`src/rtl/axi_lite_pkg.sv`:
```
package axi_lite_pkg;

    ////////////////////
    // Response codes
    ////////////////////

    // Two-bit BRESP/RRESP encoding
    typedef logic [1:0] axi_resp_t;

    localparam axi_resp_t AXI_RESP_OKAY = 2'b00;

    ////////////////////
    // Write response result
    ////////////////////

    // Judged B beat, returned from the result stage to the execute stage
    typedef struct packed {
        logic      ok;
        axi_resp_t resp;
    } bresp_result_t;

endpackage

```
`src/rtl/dma_reg_pkg.sv`:
```
package dma_reg_pkg;

    ////////////////////
    // Data types
    ////////////////////

    typedef logic [31:0] reg_data_t;
    typedef logic [3:0]  reg_strb_t;
    typedef logic [6:0]  reg_offset_t;

    // Every register write is a full word
    localparam reg_strb_t REG_STRB_ALL = 4'hf;

    ////////////////////
    // Register map
    ////////////////////

    // MM2S channel
    localparam reg_offset_t MM2S_DMACR_OFFSET  = 7'h00;
    localparam reg_offset_t MM2S_SA_OFFSET     = 7'h18;
    localparam reg_offset_t MM2S_LENGTH_OFFSET = 7'h28;

    // S2MM channel
    localparam reg_offset_t S2MM_DMACR_OFFSET  = 7'h30;
    localparam reg_offset_t S2MM_DA_OFFSET     = 7'h48;
    localparam reg_offset_t S2MM_LENGTH_OFFSET = 7'h58;

    // Control words written first in each sequence
    localparam reg_data_t MM2S_DMACR_VALUE = 32'h0000_7001;
    localparam reg_data_t S2MM_DMACR_VALUE = 32'h0000_0080;

    ////////////////////
    // Command structs
    ////////////////////

    typedef enum logic {
        DIR_MM2S,
        DIR_S2MM
    } dma_dir_e;

    // Captured channel set-up, held stable while cmd_req is high
    typedef struct packed {
        dma_dir_e  dir;
        reg_data_t buf_addr;
        reg_data_t buf_len;
    } dma_cmd_t;

    // Outcome of one sequence, resp is the code of the failing write
    typedef struct packed {
        logic                  ok;
        axi_lite_pkg::axi_resp_t resp;
    } cmd_status_t;

endpackage

```
`src/rtl/dma_cmd_decode.sv`:
```
`timescale 1ns/1ps

module dma_cmd_decode (
    input  logic                     m_axi_aclk,
    input  logic                     m_axi_aresetn,

    input  logic                     mm2s_en,
    input  dma_reg_pkg::reg_data_t   mm2s_addr,
    input  dma_reg_pkg::reg_data_t   mm2s_len,
    input  logic                     s2mm_en,
    input  dma_reg_pkg::reg_data_t   s2mm_addr,
    input  dma_reg_pkg::reg_data_t   s2mm_len,

    output logic                     cmd_req,
    output dma_reg_pkg::dma_cmd_t    cmd,
    input  logic                     cmd_ack,
    input  dma_reg_pkg::cmd_status_t cmd_status,

    output logic                     busy,
    output logic                     error
);

    typedef enum logic [1:0] {
        IDLE,
        REQ,
        DONE
    } state_e;

    state_e state;

    ////////////////////
    // Command capture
    ////////////////////

    // MM2S wins when both enables are high on the same edge
    always_ff @(posedge m_axi_aclk) begin
        if (state == IDLE) begin
            if (mm2s_en) begin
                cmd.dir      <= dma_reg_pkg::DIR_MM2S;
                cmd.buf_addr <= mm2s_addr;
                cmd.buf_len  <= mm2s_len;
            end else if (s2mm_en) begin
                cmd.dir      <= dma_reg_pkg::DIR_S2MM;
                cmd.buf_addr <= s2mm_addr;
                cmd.buf_len  <= s2mm_len;
            end
        end
    end

    ////////////////////
    // Handshake FSM
    ////////////////////

    always_ff @(posedge m_axi_aclk) begin
        if (!m_axi_aresetn) begin
            state   <= IDLE;
            cmd_req <= 1'b0;
            busy    <= 1'b0;
            error   <= 1'b0;
        end else begin
            case (state)
                IDLE: begin
                    // cmd_ack is already low here, a new request is allowed
                    if (mm2s_en || s2mm_en) begin
                        cmd_req <= 1'b1;
                        busy    <= 1'b1;
                        error   <= 1'b0;
                        state   <= REQ;
                    end
                end
                REQ: begin
                    if (cmd_ack) begin
                        cmd_req <= 1'b0;
                        error   <= !cmd_status.ok;
                        state   <= DONE;
                    end
                end
                DONE: begin
                    // Wait for execute to finish the return phase
                    if (!cmd_ack) begin
                        busy  <= 1'b0;
                        state <= IDLE;
                    end
                end
                default: begin
                    state <= IDLE;
                end
            endcase
        end
    end

endmodule

```
`src/rtl/dma_reg_write_execute.sv`:
```
`timescale 1ns/1ps

module dma_reg_write_execute #(
    parameter int ADDR_WIDTH = 7
) (
    input  logic                        m_axi_aclk,
    input  logic                        m_axi_aresetn,

    input  logic                        cmd_req,
    input  dma_reg_pkg::dma_cmd_t       cmd,
    output logic                        cmd_ack,
    output dma_reg_pkg::cmd_status_t    cmd_status,

    output logic [ADDR_WIDTH-1:0]       awaddr,
    output logic                        awvalid,
    input  logic                        awready,

    output dma_reg_pkg::reg_data_t      wdata,
    output dma_reg_pkg::reg_strb_t      wstrb,
    output logic                        wvalid,
    output logic                        wlast,
    input  logic                        wready,

    output logic                        resp_req,
    input  logic                        resp_ack,
    input  axi_lite_pkg::bresp_result_t resp
);

    typedef enum logic [1:0] {
        STEP_CTRL,
        STEP_ADDR,
        STEP_LEN
    } step_e;

    typedef enum logic [1:0] {
        IDLE,
        ADDR_DATA,
        WAIT_RESP,
        ACK
    } phase_e;

    step_e                    step;
    phase_e                   phase;
    dma_reg_pkg::reg_offset_t wr_offset;
    dma_reg_pkg::reg_data_t   wr_data;
    logic                     aw_done;
    logic                     w_done;

    ////////////////////
    // Write select
    ////////////////////

    // Offset and data follow step and direction, both stable during a beat
    always_comb begin
        wr_offset = '0;
        wr_data   = '0;
        case (step)
            STEP_CTRL: begin
                if (cmd.dir == dma_reg_pkg::DIR_MM2S) begin
                    wr_offset = dma_reg_pkg::MM2S_DMACR_OFFSET;
                    wr_data   = dma_reg_pkg::MM2S_DMACR_VALUE;
                end else begin
                    wr_offset = dma_reg_pkg::S2MM_DMACR_OFFSET;
                    wr_data   = dma_reg_pkg::S2MM_DMACR_VALUE;
                end
            end
            STEP_ADDR: begin
                wr_offset = (cmd.dir == dma_reg_pkg::DIR_MM2S) ?
                            dma_reg_pkg::MM2S_SA_OFFSET : dma_reg_pkg::S2MM_DA_OFFSET;
                wr_data   = cmd.buf_addr;
            end
            STEP_LEN: begin
                wr_offset = (cmd.dir == dma_reg_pkg::DIR_MM2S) ?
                            dma_reg_pkg::MM2S_LENGTH_OFFSET : dma_reg_pkg::S2MM_LENGTH_OFFSET;
                wr_data   = cmd.buf_len;
            end
            default: begin
                wr_offset = '0;
            end
        endcase
    end

    assign awaddr = ADDR_WIDTH'(wr_offset);
    assign wdata  = wr_data;
    assign wstrb  = dma_reg_pkg::REG_STRB_ALL;
    // Single beat writes, so every W beat is the last one
    assign wlast  = wvalid;

    // AW and W finish on their own, in either order
    assign aw_done = !awvalid || awready;
    assign w_done  = !wvalid || wready;

    ////////////////////
    // Sequence FSM
    ////////////////////

    always_ff @(posedge m_axi_aclk) begin
        if (!m_axi_aresetn) begin
            phase    <= IDLE;
            step     <= STEP_CTRL;
            awvalid  <= 1'b0;
            wvalid   <= 1'b0;
            resp_req <= 1'b0;
            cmd_ack  <= 1'b0;
        end else begin
            case (phase)
                IDLE: begin
                    if (cmd_req) begin
                        step    <= STEP_CTRL;
                        awvalid <= 1'b1;
                        wvalid  <= 1'b1;
                        phase   <= ADDR_DATA;
                    end
                end
                ADDR_DATA: begin
                    if (awready) begin
                        awvalid <= 1'b0;
                    end
                    if (wready) begin
                        wvalid <= 1'b0;
                    end
                    // Previous response return must be closed first
                    if (aw_done && w_done && !resp_ack) begin
                        resp_req <= 1'b1;
                        phase    <= WAIT_RESP;
                    end
                end
                WAIT_RESP: begin
                    if (resp_ack) begin
                        resp_req <= 1'b0;
                        if (!resp.ok || step == STEP_LEN) begin
                            cmd_ack <= 1'b1;
                            phase   <= ACK;
                        end else begin
                            step    <= (step == STEP_CTRL) ? STEP_ADDR : STEP_LEN;
                            awvalid <= 1'b1;
                            wvalid  <= 1'b1;
                            phase   <= ADDR_DATA;
                        end
                    end
                end
                ACK: begin
                    if (!cmd_req) begin
                        cmd_ack <= 1'b0;
                        phase   <= IDLE;
                    end
                end
                default: begin
                    phase <= IDLE;
                end
            endcase
        end
    end

    // Last judged response becomes the sequence status
    always_ff @(posedge m_axi_aclk) begin
        if (phase == WAIT_RESP && resp_ack) begin
            cmd_status.ok   <= resp.ok;
            cmd_status.resp <= resp.resp;
        end
    end

endmodule

```
`src/rtl/bresp_result.sv`:
```
`timescale 1ns/1ps

module bresp_result (
    input  logic                        m_axi_aclk,
    input  logic                        m_axi_aresetn,

    input  logic                        resp_req,
    output logic                        resp_ack,
    output axi_lite_pkg::bresp_result_t resp,

    input  axi_lite_pkg::axi_resp_t     bresp,
    input  logic                        bvalid,
    output logic                        bready
);

    typedef enum logic [1:0] {
        IDLE,
        WAIT_B,
        ACK
    } state_e;

    state_e                  state;
    axi_lite_pkg::axi_resp_t bresp_q;

    ////////////////////
    // B channel FSM
    ////////////////////

    always_ff @(posedge m_axi_aclk) begin
        if (!m_axi_aresetn) begin
            state    <= IDLE;
            bready   <= 1'b0;
            resp_ack <= 1'b0;
        end else begin
            case (state)
                IDLE: begin
                    if (resp_req) begin
                        bready <= 1'b1;
                        state  <= WAIT_B;
                    end
                end
                WAIT_B: begin
                    // bready is high here, so bvalid alone completes the beat
                    if (bvalid) begin
                        bready   <= 1'b0;
                        resp_ack <= 1'b1;
                        state    <= ACK;
                    end
                end
                ACK: begin
                    if (!resp_req) begin
                        resp_ack <= 1'b0;
                        state    <= IDLE;
                    end
                end
                default: begin
                    state <= IDLE;
                end
            endcase
        end
    end

    always_ff @(posedge m_axi_aclk) begin
        if (bvalid && bready) begin
            bresp_q <= bresp;
        end
    end

    // Held while resp_ack is high since bresp_q only loads on a B beat
    assign resp.ok   = (bresp_q == axi_lite_pkg::AXI_RESP_OKAY);
    assign resp.resp = bresp_q;

endmodule

```
`src/rtl/dma_cfg_master.sv`:
```
`timescale 1ns/1ps

module dma_cfg_master #(
    parameter int ADDR_WIDTH = 7
) (
    input  logic                    m_axi_aclk,
    input  logic                    m_axi_aresetn,

    ////////////////////
    // Command inputs
    ////////////////////
    input  logic                    mm2s_en,
    input  dma_reg_pkg::reg_data_t  mm2s_addr,
    input  dma_reg_pkg::reg_data_t  mm2s_len,
    input  logic                    s2mm_en,
    input  dma_reg_pkg::reg_data_t  s2mm_addr,
    input  dma_reg_pkg::reg_data_t  s2mm_len,

    ////////////////////
    // AXI4-Lite write
    ////////////////////
    output logic [ADDR_WIDTH-1:0]   m_axi_awaddr,
    output logic                    m_axi_awvalid,
    input  logic                    m_axi_awready,

    output dma_reg_pkg::reg_data_t  m_axi_wdata,
    output dma_reg_pkg::reg_strb_t  m_axi_wstrb,
    output logic                    m_axi_wvalid,
    output logic                    m_axi_wlast,
    input  logic                    m_axi_wready,

    input  axi_lite_pkg::axi_resp_t m_axi_bresp,
    input  logic                    m_axi_bvalid,
    output logic                    m_axi_bready,

    // Status
    output logic                    dram_controller_busy,
    output logic                    dram_controller_error
);

    // Decode to execute
    logic                        cmd_req;
    dma_reg_pkg::dma_cmd_t       cmd;
    logic                        cmd_ack;
    dma_reg_pkg::cmd_status_t    cmd_status;

    // Execute to result
    logic                        resp_req;
    logic                        resp_ack;
    axi_lite_pkg::bresp_result_t resp;

    dma_cmd_decode u_decode (
        .m_axi_aclk    (m_axi_aclk),
        .m_axi_aresetn (m_axi_aresetn),
        .mm2s_en       (mm2s_en),
        .mm2s_addr     (mm2s_addr),
        .mm2s_len      (mm2s_len),
        .s2mm_en       (s2mm_en),
        .s2mm_addr     (s2mm_addr),
        .s2mm_len      (s2mm_len),
        .cmd_req       (cmd_req),
        .cmd           (cmd),
        .cmd_ack       (cmd_ack),
        .cmd_status    (cmd_status),
        .busy          (dram_controller_busy),
        .error         (dram_controller_error)
    );

    dma_reg_write_execute #(
        .ADDR_WIDTH (ADDR_WIDTH)
    ) u_execute (
        .m_axi_aclk    (m_axi_aclk),
        .m_axi_aresetn (m_axi_aresetn),
        .cmd_req       (cmd_req),
        .cmd           (cmd),
        .cmd_ack       (cmd_ack),
        .cmd_status    (cmd_status),
        .awaddr        (m_axi_awaddr),
        .awvalid       (m_axi_awvalid),
        .awready       (m_axi_awready),
        .wdata         (m_axi_wdata),
        .wstrb         (m_axi_wstrb),
        .wvalid        (m_axi_wvalid),
        .wlast         (m_axi_wlast),
        .wready        (m_axi_wready),
        .resp_req      (resp_req),
        .resp_ack      (resp_ack),
        .resp          (resp)
    );

    bresp_result u_result (
        .m_axi_aclk    (m_axi_aclk),
        .m_axi_aresetn (m_axi_aresetn),
        .resp_req      (resp_req),
        .resp_ack      (resp_ack),
        .resp          (resp),
        .bresp         (m_axi_bresp),
        .bvalid        (m_axi_bvalid),
        .bready        (m_axi_bready)
    );

endmodule

```
`config.mk`:
```
export PLATFORM = sky130hd
export DESIGN_NAME = dma_cfg_master
export DESIGN_NICKNAME = d
export VERILOG_FILES = /design/src/rtl/axi_lite_pkg.sv /design/src/rtl/dma_reg_pkg.sv /design/src/rtl/dma_cmd_decode.sv /design/src/rtl/dma_reg_write_execute.sv /design/src/rtl/bresp_result.sv /design/src/rtl/dma_cfg_master.sv
export SDC_FILE = /design/constraint.sdc
export NUM_CORES = 1
export LEC_CHECK = 0
export BUFFER_PORTS_ARGS = -buffer_cell sky130_fd_sc_hd__buf_2
export CORE_AREA = 2 2 79 138
export DETAILED_ROUTE_END_ITERATION = 8
export DIE_AREA = 0 0 81 140
export PLACE_DENSITY = 0.72
export SYNTH_ARGS = -nofsm -noshare
export SYNTH_HDL_FRONTEND = slang
export SYNTH_SLANG_ARGS = --single-unit
```
`constraint.sdc`:
```
create_clock -name m_axi_aclk -period 2.6 [get_ports m_axi_aclk]
set_input_delay 0.52 -clock m_axi_aclk [delete_from_list [all_inputs] [get_ports m_axi_aclk]]
set_output_delay 0.52 -clock m_axi_aclk [all_outputs]
set_load 0.02 [all_outputs]
```
-- Word-level counts from Yosys, hierarchy flattened
Cells that the tools add are included.
- eq/ne operators: 23
- reduce and logical (&&, ||, !) cells: 40
- multiplexer cells: 55
- operator list (operator ; number):
    case mux 32 bit (3 select lines) ; 1
    two-way mux 65 bit ; 1
    two-way mux 64 bit ; 1
    two-way mux 2 bit ; 15
    case mux 7 bit (3 select lines) ; 1
    AND reduction 3 bit ; 7
    inequality test 2 bit, second input constant ; 10
    two-way mux 1 bit ; 19
    nonzero test 2 bit ; 8
    two-way mux 15 bit ; 1
    two-way mux 7 bit ; 2
    case mux 1 bit (2 select lines) ; 7
    case mux 2 bit (3 select lines) ; 2
    AND reduction 4 bit ; 3
    equality test 2 bit, second input constant ; 5
    logical NOT 2 bit ; 5
    AND reduction 5 bit ; 2
    equality test 2 x 1 -> 1 bit, second input constant ; 4
    inequality test 2 x 1 -> 1 bit, second input constant ; 4
    case mux 2 bit (4 select lines) ; 1
    two-way mux 6 bit ; 1
    case mux 1 bit (3 select lines) ; 2
    logical NOT 1 bit ; 5
    logical AND 1 bit ; 4
    other kinds (4) ; 7
- bits of input ports: 137
- register bits after elaboration: 85
- word-level logic and storage cells: 136
- output and inout bits: 49

-- Longest topological paths before layout
Gate-level depths: netlist of run 1.
- depth after elaboration: 6
- depth in mapped cells: 6
- gate-level depth less buffers: 5

-- Hierarchy
Synthesis of run 1 repeated with hierarchy kept, for this count alone.
- cell total of the unflattened synthesis: 334
- area, all modules: 4367.9 um^2
- by module, submodules not included (module ; times used ; cells each ; sequential area each (um^2) ; area each (um^2)):
    dma_cmd_decode ; 1 ; 161 ; 2052.0 ; 2962.8
    dma_reg_write_execute ; 1 ; 151 ; 250.2 ; 1138.6
    bresp_result ; 1 ; 22 ; 140.1 ; 266.5

-- Least setup slack after synthesis of run 1
No wires, ideal clock.
- path type: input -> register
- start point: in mm2s_en
- end point: reg, netlist name u_decode.cmd[0]
- setup slack: 0.188 ns
- library setup time: 0.419 ns
- arrival: 1.993 ns
- cell stages on the path: 2
- path buffers: 0
- data required time: 2.181 ns
- cell sequence: o21ai_0 -> inv_1
- word-level cells in the longest chain between the ends: 2
- ends and longest elaborated chain (item ; RTL line ; source):
    start: declaration ; dma_cfg_master.sv:12 ; input logic mm2s_en,
    nonzero test 2 bit (no source line) ; -- ;
    AND reduction 2 bit (no source line) ; -- ;
Every way passes these cells.
A chain may end at the register's enable or synchronous reset.

-- Worst setup path after layout of run 1
- start point: reg u_execute.step[1]
- end point: out m_axi_awaddr[4]
- word-level cells in the longest chain between the ends: 2
- elaborated cells on any way between the ends: 4
- those cells by class: 2 x eq/ne; 1 x mux; 1 x reduce/logical
- ends and longest elaborated chain (item ; RTL line ; source):
    start: declaration ; dma_reg_write_execute.sv:42 ; step_e step;
    start signal: assignment ; dma_reg_write_execute.sv:135 ; step <= (step == STEP_CTRL) ? STEP_ADDR : STEP_LEN;
    equality test 2 bit (tied with other cells) ; dma_reg_write_execute.sv:57 ; case (step)
    case mux 7 bit (3 select lines) * ; dma_reg_write_execute.sv:57 ;
    end: declaration ; dma_cfg_master.sv:22 ; output logic [ADDR_WIDTH-1:0] m_axi_awaddr,
Every way passes the cells marked *; elsewhere a longest branch is shown, timed or not.

==> flow_summary.toml, run 1 <==
[run_status]
run_status = "finished, final reports clean"

[finish]
register_area_mm2 = 0.002382
layout.filler_cells = 894
final_nets = 646
layout_overhead_on_the_synthesized_area_pct = 30.94
multiInputGateArea_mm2 = 0.001654
diodes = 0
final_layout_size_suffix_gt1_share_pct = 54.03

[global_route]
globalRouteTotalUtil_pct = 18.42
grt_pass1_wl_mm = 15.93
grt-ovfl-total = 0
grt_max_degree = 66
antenna_found_initial = 0
via_count_of_the_first_global_routing_pass = 3447

[worst_setup_path]
crit_path_cell_trace = "inv_1 -> ha_2 -> buf_12 -> nor2_1 -> a211oi_1 -> buf_2"
critical_path_data_required_time_ns = 2.08
critical_path.startpoint = "u_execute.step[1]"
critPathKind = "reg -> out"
timing.critical_path.buf_inv = 3
crit_fanout = 18
worstReg2RegEnd = "u_execute.awvalid"
slowest_stage = "sky130_fd_sc_hd__dfxtp_1"
timing.rr.start = "u_execute.step[0]"
critical_path_cell_count = 6
timing.critical_path.to_type = "output port"
setup.reg_to_reg.worst_slack_ns = 0.85
cells_on_worst_reg2reg_path = 5
critical_path_max_stage_delay_ns = 0.36
cpLargestDelayFamily = "buffers and inverters"
cp_data_arrival_time_ns = 1.84
timing.critical_path.from_type = "flip-flop"

[clocking]
cts_buffers = 9
sink_count = 85
clk_root_buffer_cell = "sky130_fd_sc_hd__clkbuf_16"
cts_max_path_buffers = 2
cts-resized-gates = 0
clkLatencyLatePin_ns = 0.33
cts_tree = "yes"
cts_post_setup_buffers_inserted = 0
clkSlewWorstSetupHoldPaths_ns = 0.06
holdBufCountCts = 0
cts_htree_levels = 3

[die]
core.rowCount = 49
floorplan.io_pins = 186
core_area_mm2 = 0.01018
dieWidth_um = 81
chipHeight_um = 140
fp.dieArea_mm2 = 0.01134
initial_core_util_pct = 41.52

[timing]
grt_setup_unrepaired = "false"
slew_headroom_pct = 46.33
post-route-period-util_pct = 90.83
total_negative_slack_for_setup_checks_ns = 0
period_needed_ns = 2.362
max_freq_mhz = 423.4
timing.clock.skew_ns = 0.005119
report.final.slew_viol_count = 0
timing.hold.ws_ns = 0.3719
timing_hold_violations_final = 0
setup_violations = 0
worst_slew_pin_slew_ns = 0.8051

[drt]
detailroute.via_count = 3209
number_of_detailed_routing_iterations_run_before_antenna_repair = 4
ant_nets = 0
detailedRoute.firstIterationViolations = 132
route.final.wire_length_mm = 9.948
route.detailed.wl_per_inst_um = 15.64
viasPerCell = 5.046
drcViolationCount = 0

[hold_path]
holdPathEnd = "u_result.bresp_q[1]"
worst_hold_path_stage_count = 1
hold_path.class = "in -> reg"
timing.hold.worst.start = "m_axi_bresp[1]"

[job]
max_cap_viol_count = 0

[place]
post-dp-hpwl_mm = 7.353
globalplace.congestion = 0.7582
io_buffer_count = 178

[power_and_ir_drop]
pwr_density_cell_mw_per_mm2 = 630.3
ir_worst_vdd_mv = 0.3610
leakagePower_uw = 0.002391
total_power_uw = 3487

[logic_synthesis]
async_reset_ff_share_pct = 0
synth.area.top_cells = "sky130_fd_sc_hd__edfxtp_1 48%, sky130_fd_sc_hd__mux2_2 17%, sky130_fd_sc_hd__dfxtp_1 8.1%"
postSynthCellCount = 332
post-synth-top-area-cell = "sky130_fd_sc_hd__edfxtp_1"
yosysUniqueCellTypes = 44
yosysTopAreaCellShare_pct = 48.33
synth_seq_cells = 85
synth.yosys.seq_area_share_pct = 56.38
synthesis.area_per_instance_um2 = 12.73
post_synth_edffs = 68
yosysWarningCount = 0
ys.flop_type = "sky130_fd_sc_hd__edfxtp_1"
syn_area_mm2 = 0.004225
==> cell usage in the layout (no fill, tap or decap), types with 3 or more instances in the layout <==
cell type / count
sky130_fd_sc_hd__buf_2: 178
sky130_fd_sc_hd__edfxtp_1: 68
sky130_fd_sc_hd__mux2_2: 64
sky130_fd_sc_hd__nor2_1: 36
sky130_fd_sc_hd__a22oi_1: 31
sky130_fd_sc_hd__dfxtp_1: 17
sky130_fd_sc_hd__inv_1: 11
sky130_fd_sc_hd__a21oi_1: 10
sky130_fd_sc_hd__clkbuf_16: 9
sky130_fd_sc_hd__buf_4: 8
sky130_fd_sc_hd__conb_1: 7
sky130_fd_sc_hd__nor2b_1: 5
sky130_fd_sc_hd__nand2_1: 5
sky130_fd_sc_hd__a211oi_1: 4
sky130_fd_sc_hd__nand2b_1: 3
sky130_fd_sc_hd__mux2i_1: 3
sky130_fd_sc_hd__o21ai_0: 3
sky130_fd_sc_hd__nand3b_1: 3
sky130_fd_sc_hd__and3_1: 3
sky130_fd_sc_hd__ha_1: 3
==> cells by family (layout without fill, tap and decap cells) <==
family,after synthesis,count (layout),synth area share (%)
buffers and inverters,43,215,5.034
xor gates and xnor gates,1,1,0.2073
AOI/OAI and AO/OA,63,63,11.10
muxes,67,67,17.77
adders and majority gates,5,5,1.481
and+or+nand+nor,66,66,7.847
other,2,7,0.1777
DFF,85,85,56.38
==> registers in the layout (all words and copies together), names as in the netlist <==
name                  cells
u_decode.cmd             65
u_decode.state            2
u_execute.phase           2
u_execute.step            2
u_result.bresp_q          2
u_result.state            2
u_decode.busy             1
u_decode.cmd_req          1
u_decode.error            1
u_execute.awvalid         1
u_execute.cmd_ack         1
u_execute.cmd_status      1
u_execute.resp_req        1
u_execute.wlast           1
u_result.bready           1
u_result.resp_ack         1
==> cell usage after synthesis (all sizes together), types with 2 or more instances <==
library cell	count
buf	22
clkbuf	9
o21ai	3
nand3b	3
nand2b	3
and2	2
a211oi	4
edfxtp	68
a22oi	31
a21oi	10
conb	2
nor2	36
and3	3
a311oi	2
nand3	2
a2111oi	3
mux2	64
nand2	5
ha	5
mux2i	3
o31ai	2
nor2b	5
inv	12
dfxtp	17
==> per-layer routing <==
layer | share of wire, % | track usage [%] | vias up
li1 | - | - | 1572
met1 | 37 | 20.01 | 1492
met2 | 55 | 33.62 | 123
met3 | 4.7 | 2.899 | 22
met4 | 2.8 | 8.831 | 0
met5 | 0 | 0 | -
==> worst register-to-register path: stages (launching register included) <==
cell	delay, ns
sky130_fd_sc_hd__dfxtp_1	0.38
sky130_fd_sc_hd__inv_1	0.10
sky130_fd_sc_hd__ha_1	0.36
sky130_fd_sc_hd__nor4b_4	0.43
sky130_fd_sc_hd__a211oi_1	0.14
sky130_fd_sc_hd__a2111oi_2	0.23
==> power by group <==
part / switching [µW] / internal (µW)
combinational: 208 / 212
sequential: 70.5 / 1630
clock: 525 / 844
==> final cells by class <==
class	count	area share [%]
Clock buffer	9	4.071
Multi-Input combinational cell	209	29.90
Timing Repair Buffer	187	17.55
Inverter	12	0.8141
Tap cell	127	2.872
Sequential cell	85	43.06
Clock inverter	7	1.741
==> through the flow <==
step	setup slack (ns)	std cells	util [%]	instance area (µm²)
after global placement	0.4910	620	51.16	5206
after global routing	0.1435	636	54.36	5533
after floorplan	0.1882	337	-	4244
final	0.2384	636	54.36	5533
after CTS	0.08521	636	54.32	5528
after detailed placement	0.4521	620	51.16	5206
==> worst max-delay path by stage <==
stage | end
after global routing | m_axi_awaddr[6]
final | m_axi_awaddr[4]
after CTS | m_axi_awaddr[4]
after floorplan | u_decode.cmd[0]
after global placement | m_axi_awaddr[4]
after detailed placement | m_axi_awaddr[4]
Power figures use the tool's default switching activity.
==> run 2, diff against run 1 <==
CORE_AREA = 2 2 93 118   (was 2 2 79 138)
DIE_AREA = 0 0 95 120   (was 0 0 81 140)
==> run 2 against run 1 <==
  * Hold slack got worse by 0.0051 ns
  * Largest cell class unchanged
  * Register-to-register slack about the same
  * Routed wire length shrank 1.9%
  * Cell area is essentially flat
  * Critical path type unchanged
  * Global-route usage decreased by 0.77 points
  * Combinational power rose by 1%
  * Clock skew fell by 0.0015 ns
==> flow_summary.toml, run 2 (synthesized netlist as in run 1, its figures left out) <==
[run_status]
run_status = "finished, final reports clean"

[die]
fp.dieArea_mm2 = 0.01140
floorplan.io_pins = 186
initial_core_util_pct = 40.81
dieWidth_um = 95
core.rowCount = 42
core_area_mm2 = 0.01035
chipHeight_um = 120

[clocking]
clk_root_buffer_cell = "sky130_fd_sc_hd__clkbuf_16"
clkSlewWorstSetupHoldPaths_ns = 0.06
cts_htree_levels = 3
cts_tree = "yes"
cts_buffers = 9
holdBufCountCts = 0
sink_count = 85
cts_max_path_buffers = 2
clkLatencyLatePin_ns = 0.33

[power_and_ir_drop]
pwr_density_cell_mw_per_mm2 = 627.8
ir_worst_vdd_mv = 0.2745
leakagePower_uw = 0.002386

[timing]
timing.hold.ws_ns = 0.3668
period_needed_ns = 2.438
timing.clock.skew_ns = 0.003613
timing_hold_violations_final = 0
report.final.slew_viol_count = 0
grt_setup_unrepaired = "false"
worst_slew_pin_slew_ns = 0.5151
slew_headroom_pct = 65.61
setup_violations = 0
max_freq_mhz = 410.2
total_negative_slack_for_setup_checks_ns = 0
post-route-period-util_pct = 93.77

[worst_setup_path]
timing.critical_path.to_type = "output port"
timing.rr.start = "u_decode.state[0]"
critPathKind = "reg -> out"
cp_data_arrival_time_ns = 1.92
worstReg2RegEnd = "u_decode.cmd[3]"
crit_fanout = 34
slowest_stage = "sky130_fd_sc_hd__dfxtp_1"
critical_path_max_stage_delay_ns = 0.37
critical_path_data_required_time_ns = 2.08
cells_on_worst_reg2reg_path = 4
setup.reg_to_reg.worst_slack_ns = 0.84
crit_path_cell_trace = "inv_1 -> ha_1 -> buf_4 -> nor2_1 -> nor3b_1 -> buf_2"
timing.critical_path.from_type = "flip-flop"

[drt]
m1WireLength_mm = 3.866
route.final.wire_length_mm = 9.762
detailroute.via_count = 3236
wl_met2_mm = 5.157
drcViolationCount = 0
maxUsedRoutingLayer = "met4"
viasPerCell = 5.056
number_of_detailed_routing_iterations_run_before_antenna_repair = 5
ant_nets = 0
detailedRoute.firstIterationViolations = 141
wl_met3_um = 563
route.detailed.wl_per_inst_um = 15.25

[hold_path]
hold_path.class = "in -> reg"
worst_hold_path_stage_count = 1
holdPathEnd = "u_result.bresp_q[0]"
timing.hold.worst.start = "m_axi_bresp[0]"

[finish]
design_area_mm2 = 0.005534
diodes = 0
layout.filler_cells = 916
mostFrequentLayoutCells = "178 x sky130_fd_sc_hd__buf_2, 68 x sky130_fd_sc_hd__edfxtp_1, 64 x sky130_fd_sc_hd__mux2_2, 36 x sky130_fd_sc_hd__nor2_1, 31 x sky130_fd_sc_hd__a22oi_1"
largest-register = "u_decode.cmd"
final_layout_size_suffix_gt1_share_pct = 53.54
final_nets = 645
final_common_cell = "sky130_fd_sc_hd__buf_2"
layout_overhead_on_the_synthesized_area_pct = 30.97
largest_register_ff_count = 65

[global_route]
grt-ovfl-total = 0
globalRouteTotalUtil_pct = 17.65
antenna_found_initial = 0
grt_max_degree = 66
via_count_of_the_first_global_routing_pass = 3201
grt_pass1_wl_mm = 15.29

[place]
placedInstanceArea_mm2 = 0.005205
io_buffer_count = 178
post-dp-hpwl_mm = 7.203
globalplace.congestion = 0.8111

[job]
max_cap_viol_count = 0
-- run 2: how the worst max path moves through the flow --
stage | cells after the start | slack [ns] | endpoint | startpoint
6_report | 6 | 0.16 | m_axi_awaddr[6] | u_execute.step[1]
4_1_cts | 6 | 0.11 | m_axi_wdata[14] | u_execute.step[0]
5_1_grt | 6 | 0.04 | m_axi_wdata[7] | u_execute.step[1]
3_3_place_gp | 6 | 0.35 | m_axi_wdata[14] | u_execute.step[0]
3_5_place_dp | 6 | 0.27 | m_axi_wdata[14] | u_execute.step[0]
2_1_floorplan | 2 | 0.19 | u_decode.cmd[0] | mm2s_en
-- run 2: timing repair --
item	in CTS	in global routing
gates resized for setup	1	1
pin swaps	0	0
buffers inserted	0	0
endpoints found under the setup margin	15	1
-- run 2: through the flow --
stage	setup WS (ns)	util [%]	instances	power, µW
after global placement	0.3456	50.28	624	2145
after floorplan	0.1882	-	337	1979
after global routing	0.04064	53.46	640	3618
after CTS	0.1124	53.36	640	3509
after detailed placement	0.2712	50.28	624	2160
final	0.1619	53.46	640	3474
-- run 2: final cells by class --
class,instances,area (µm²),share of cell area (%)
Inverter,12,45.04,0.8139
Timing Repair Buffer,186,963.4,17.41
Tap cell,132,165.2,2.984
Clock buffer,11,232.7,4.205
Multi-Input combinational cell,209,1662,30.02
Sequential cell,85,2382,43.05
Clock inverter,5,83.83,1.515
-- run 2: routing by layer --
layer	track usage [%]	vias up
li1	-	1579
met1	21.16	1515
met2	30.81	130
met3	3.139	12
met4	7.246	0
met5	0	-
-- run 2: report_power, final --
part	switching, µW	internal, µW
combinational	209	215
clock	502	845
sequential	74.9	1630
total	786	2690
-- run 2: critical path: cells and delay by family (launching register included) --
kind | cells | cell delay (ns)
adders and majority gates | 1 | 0.14
buffers and inverters | 3 | 0.70
DFF | 1 | 0.37
and+or+nand+nor | 2 | 0.38
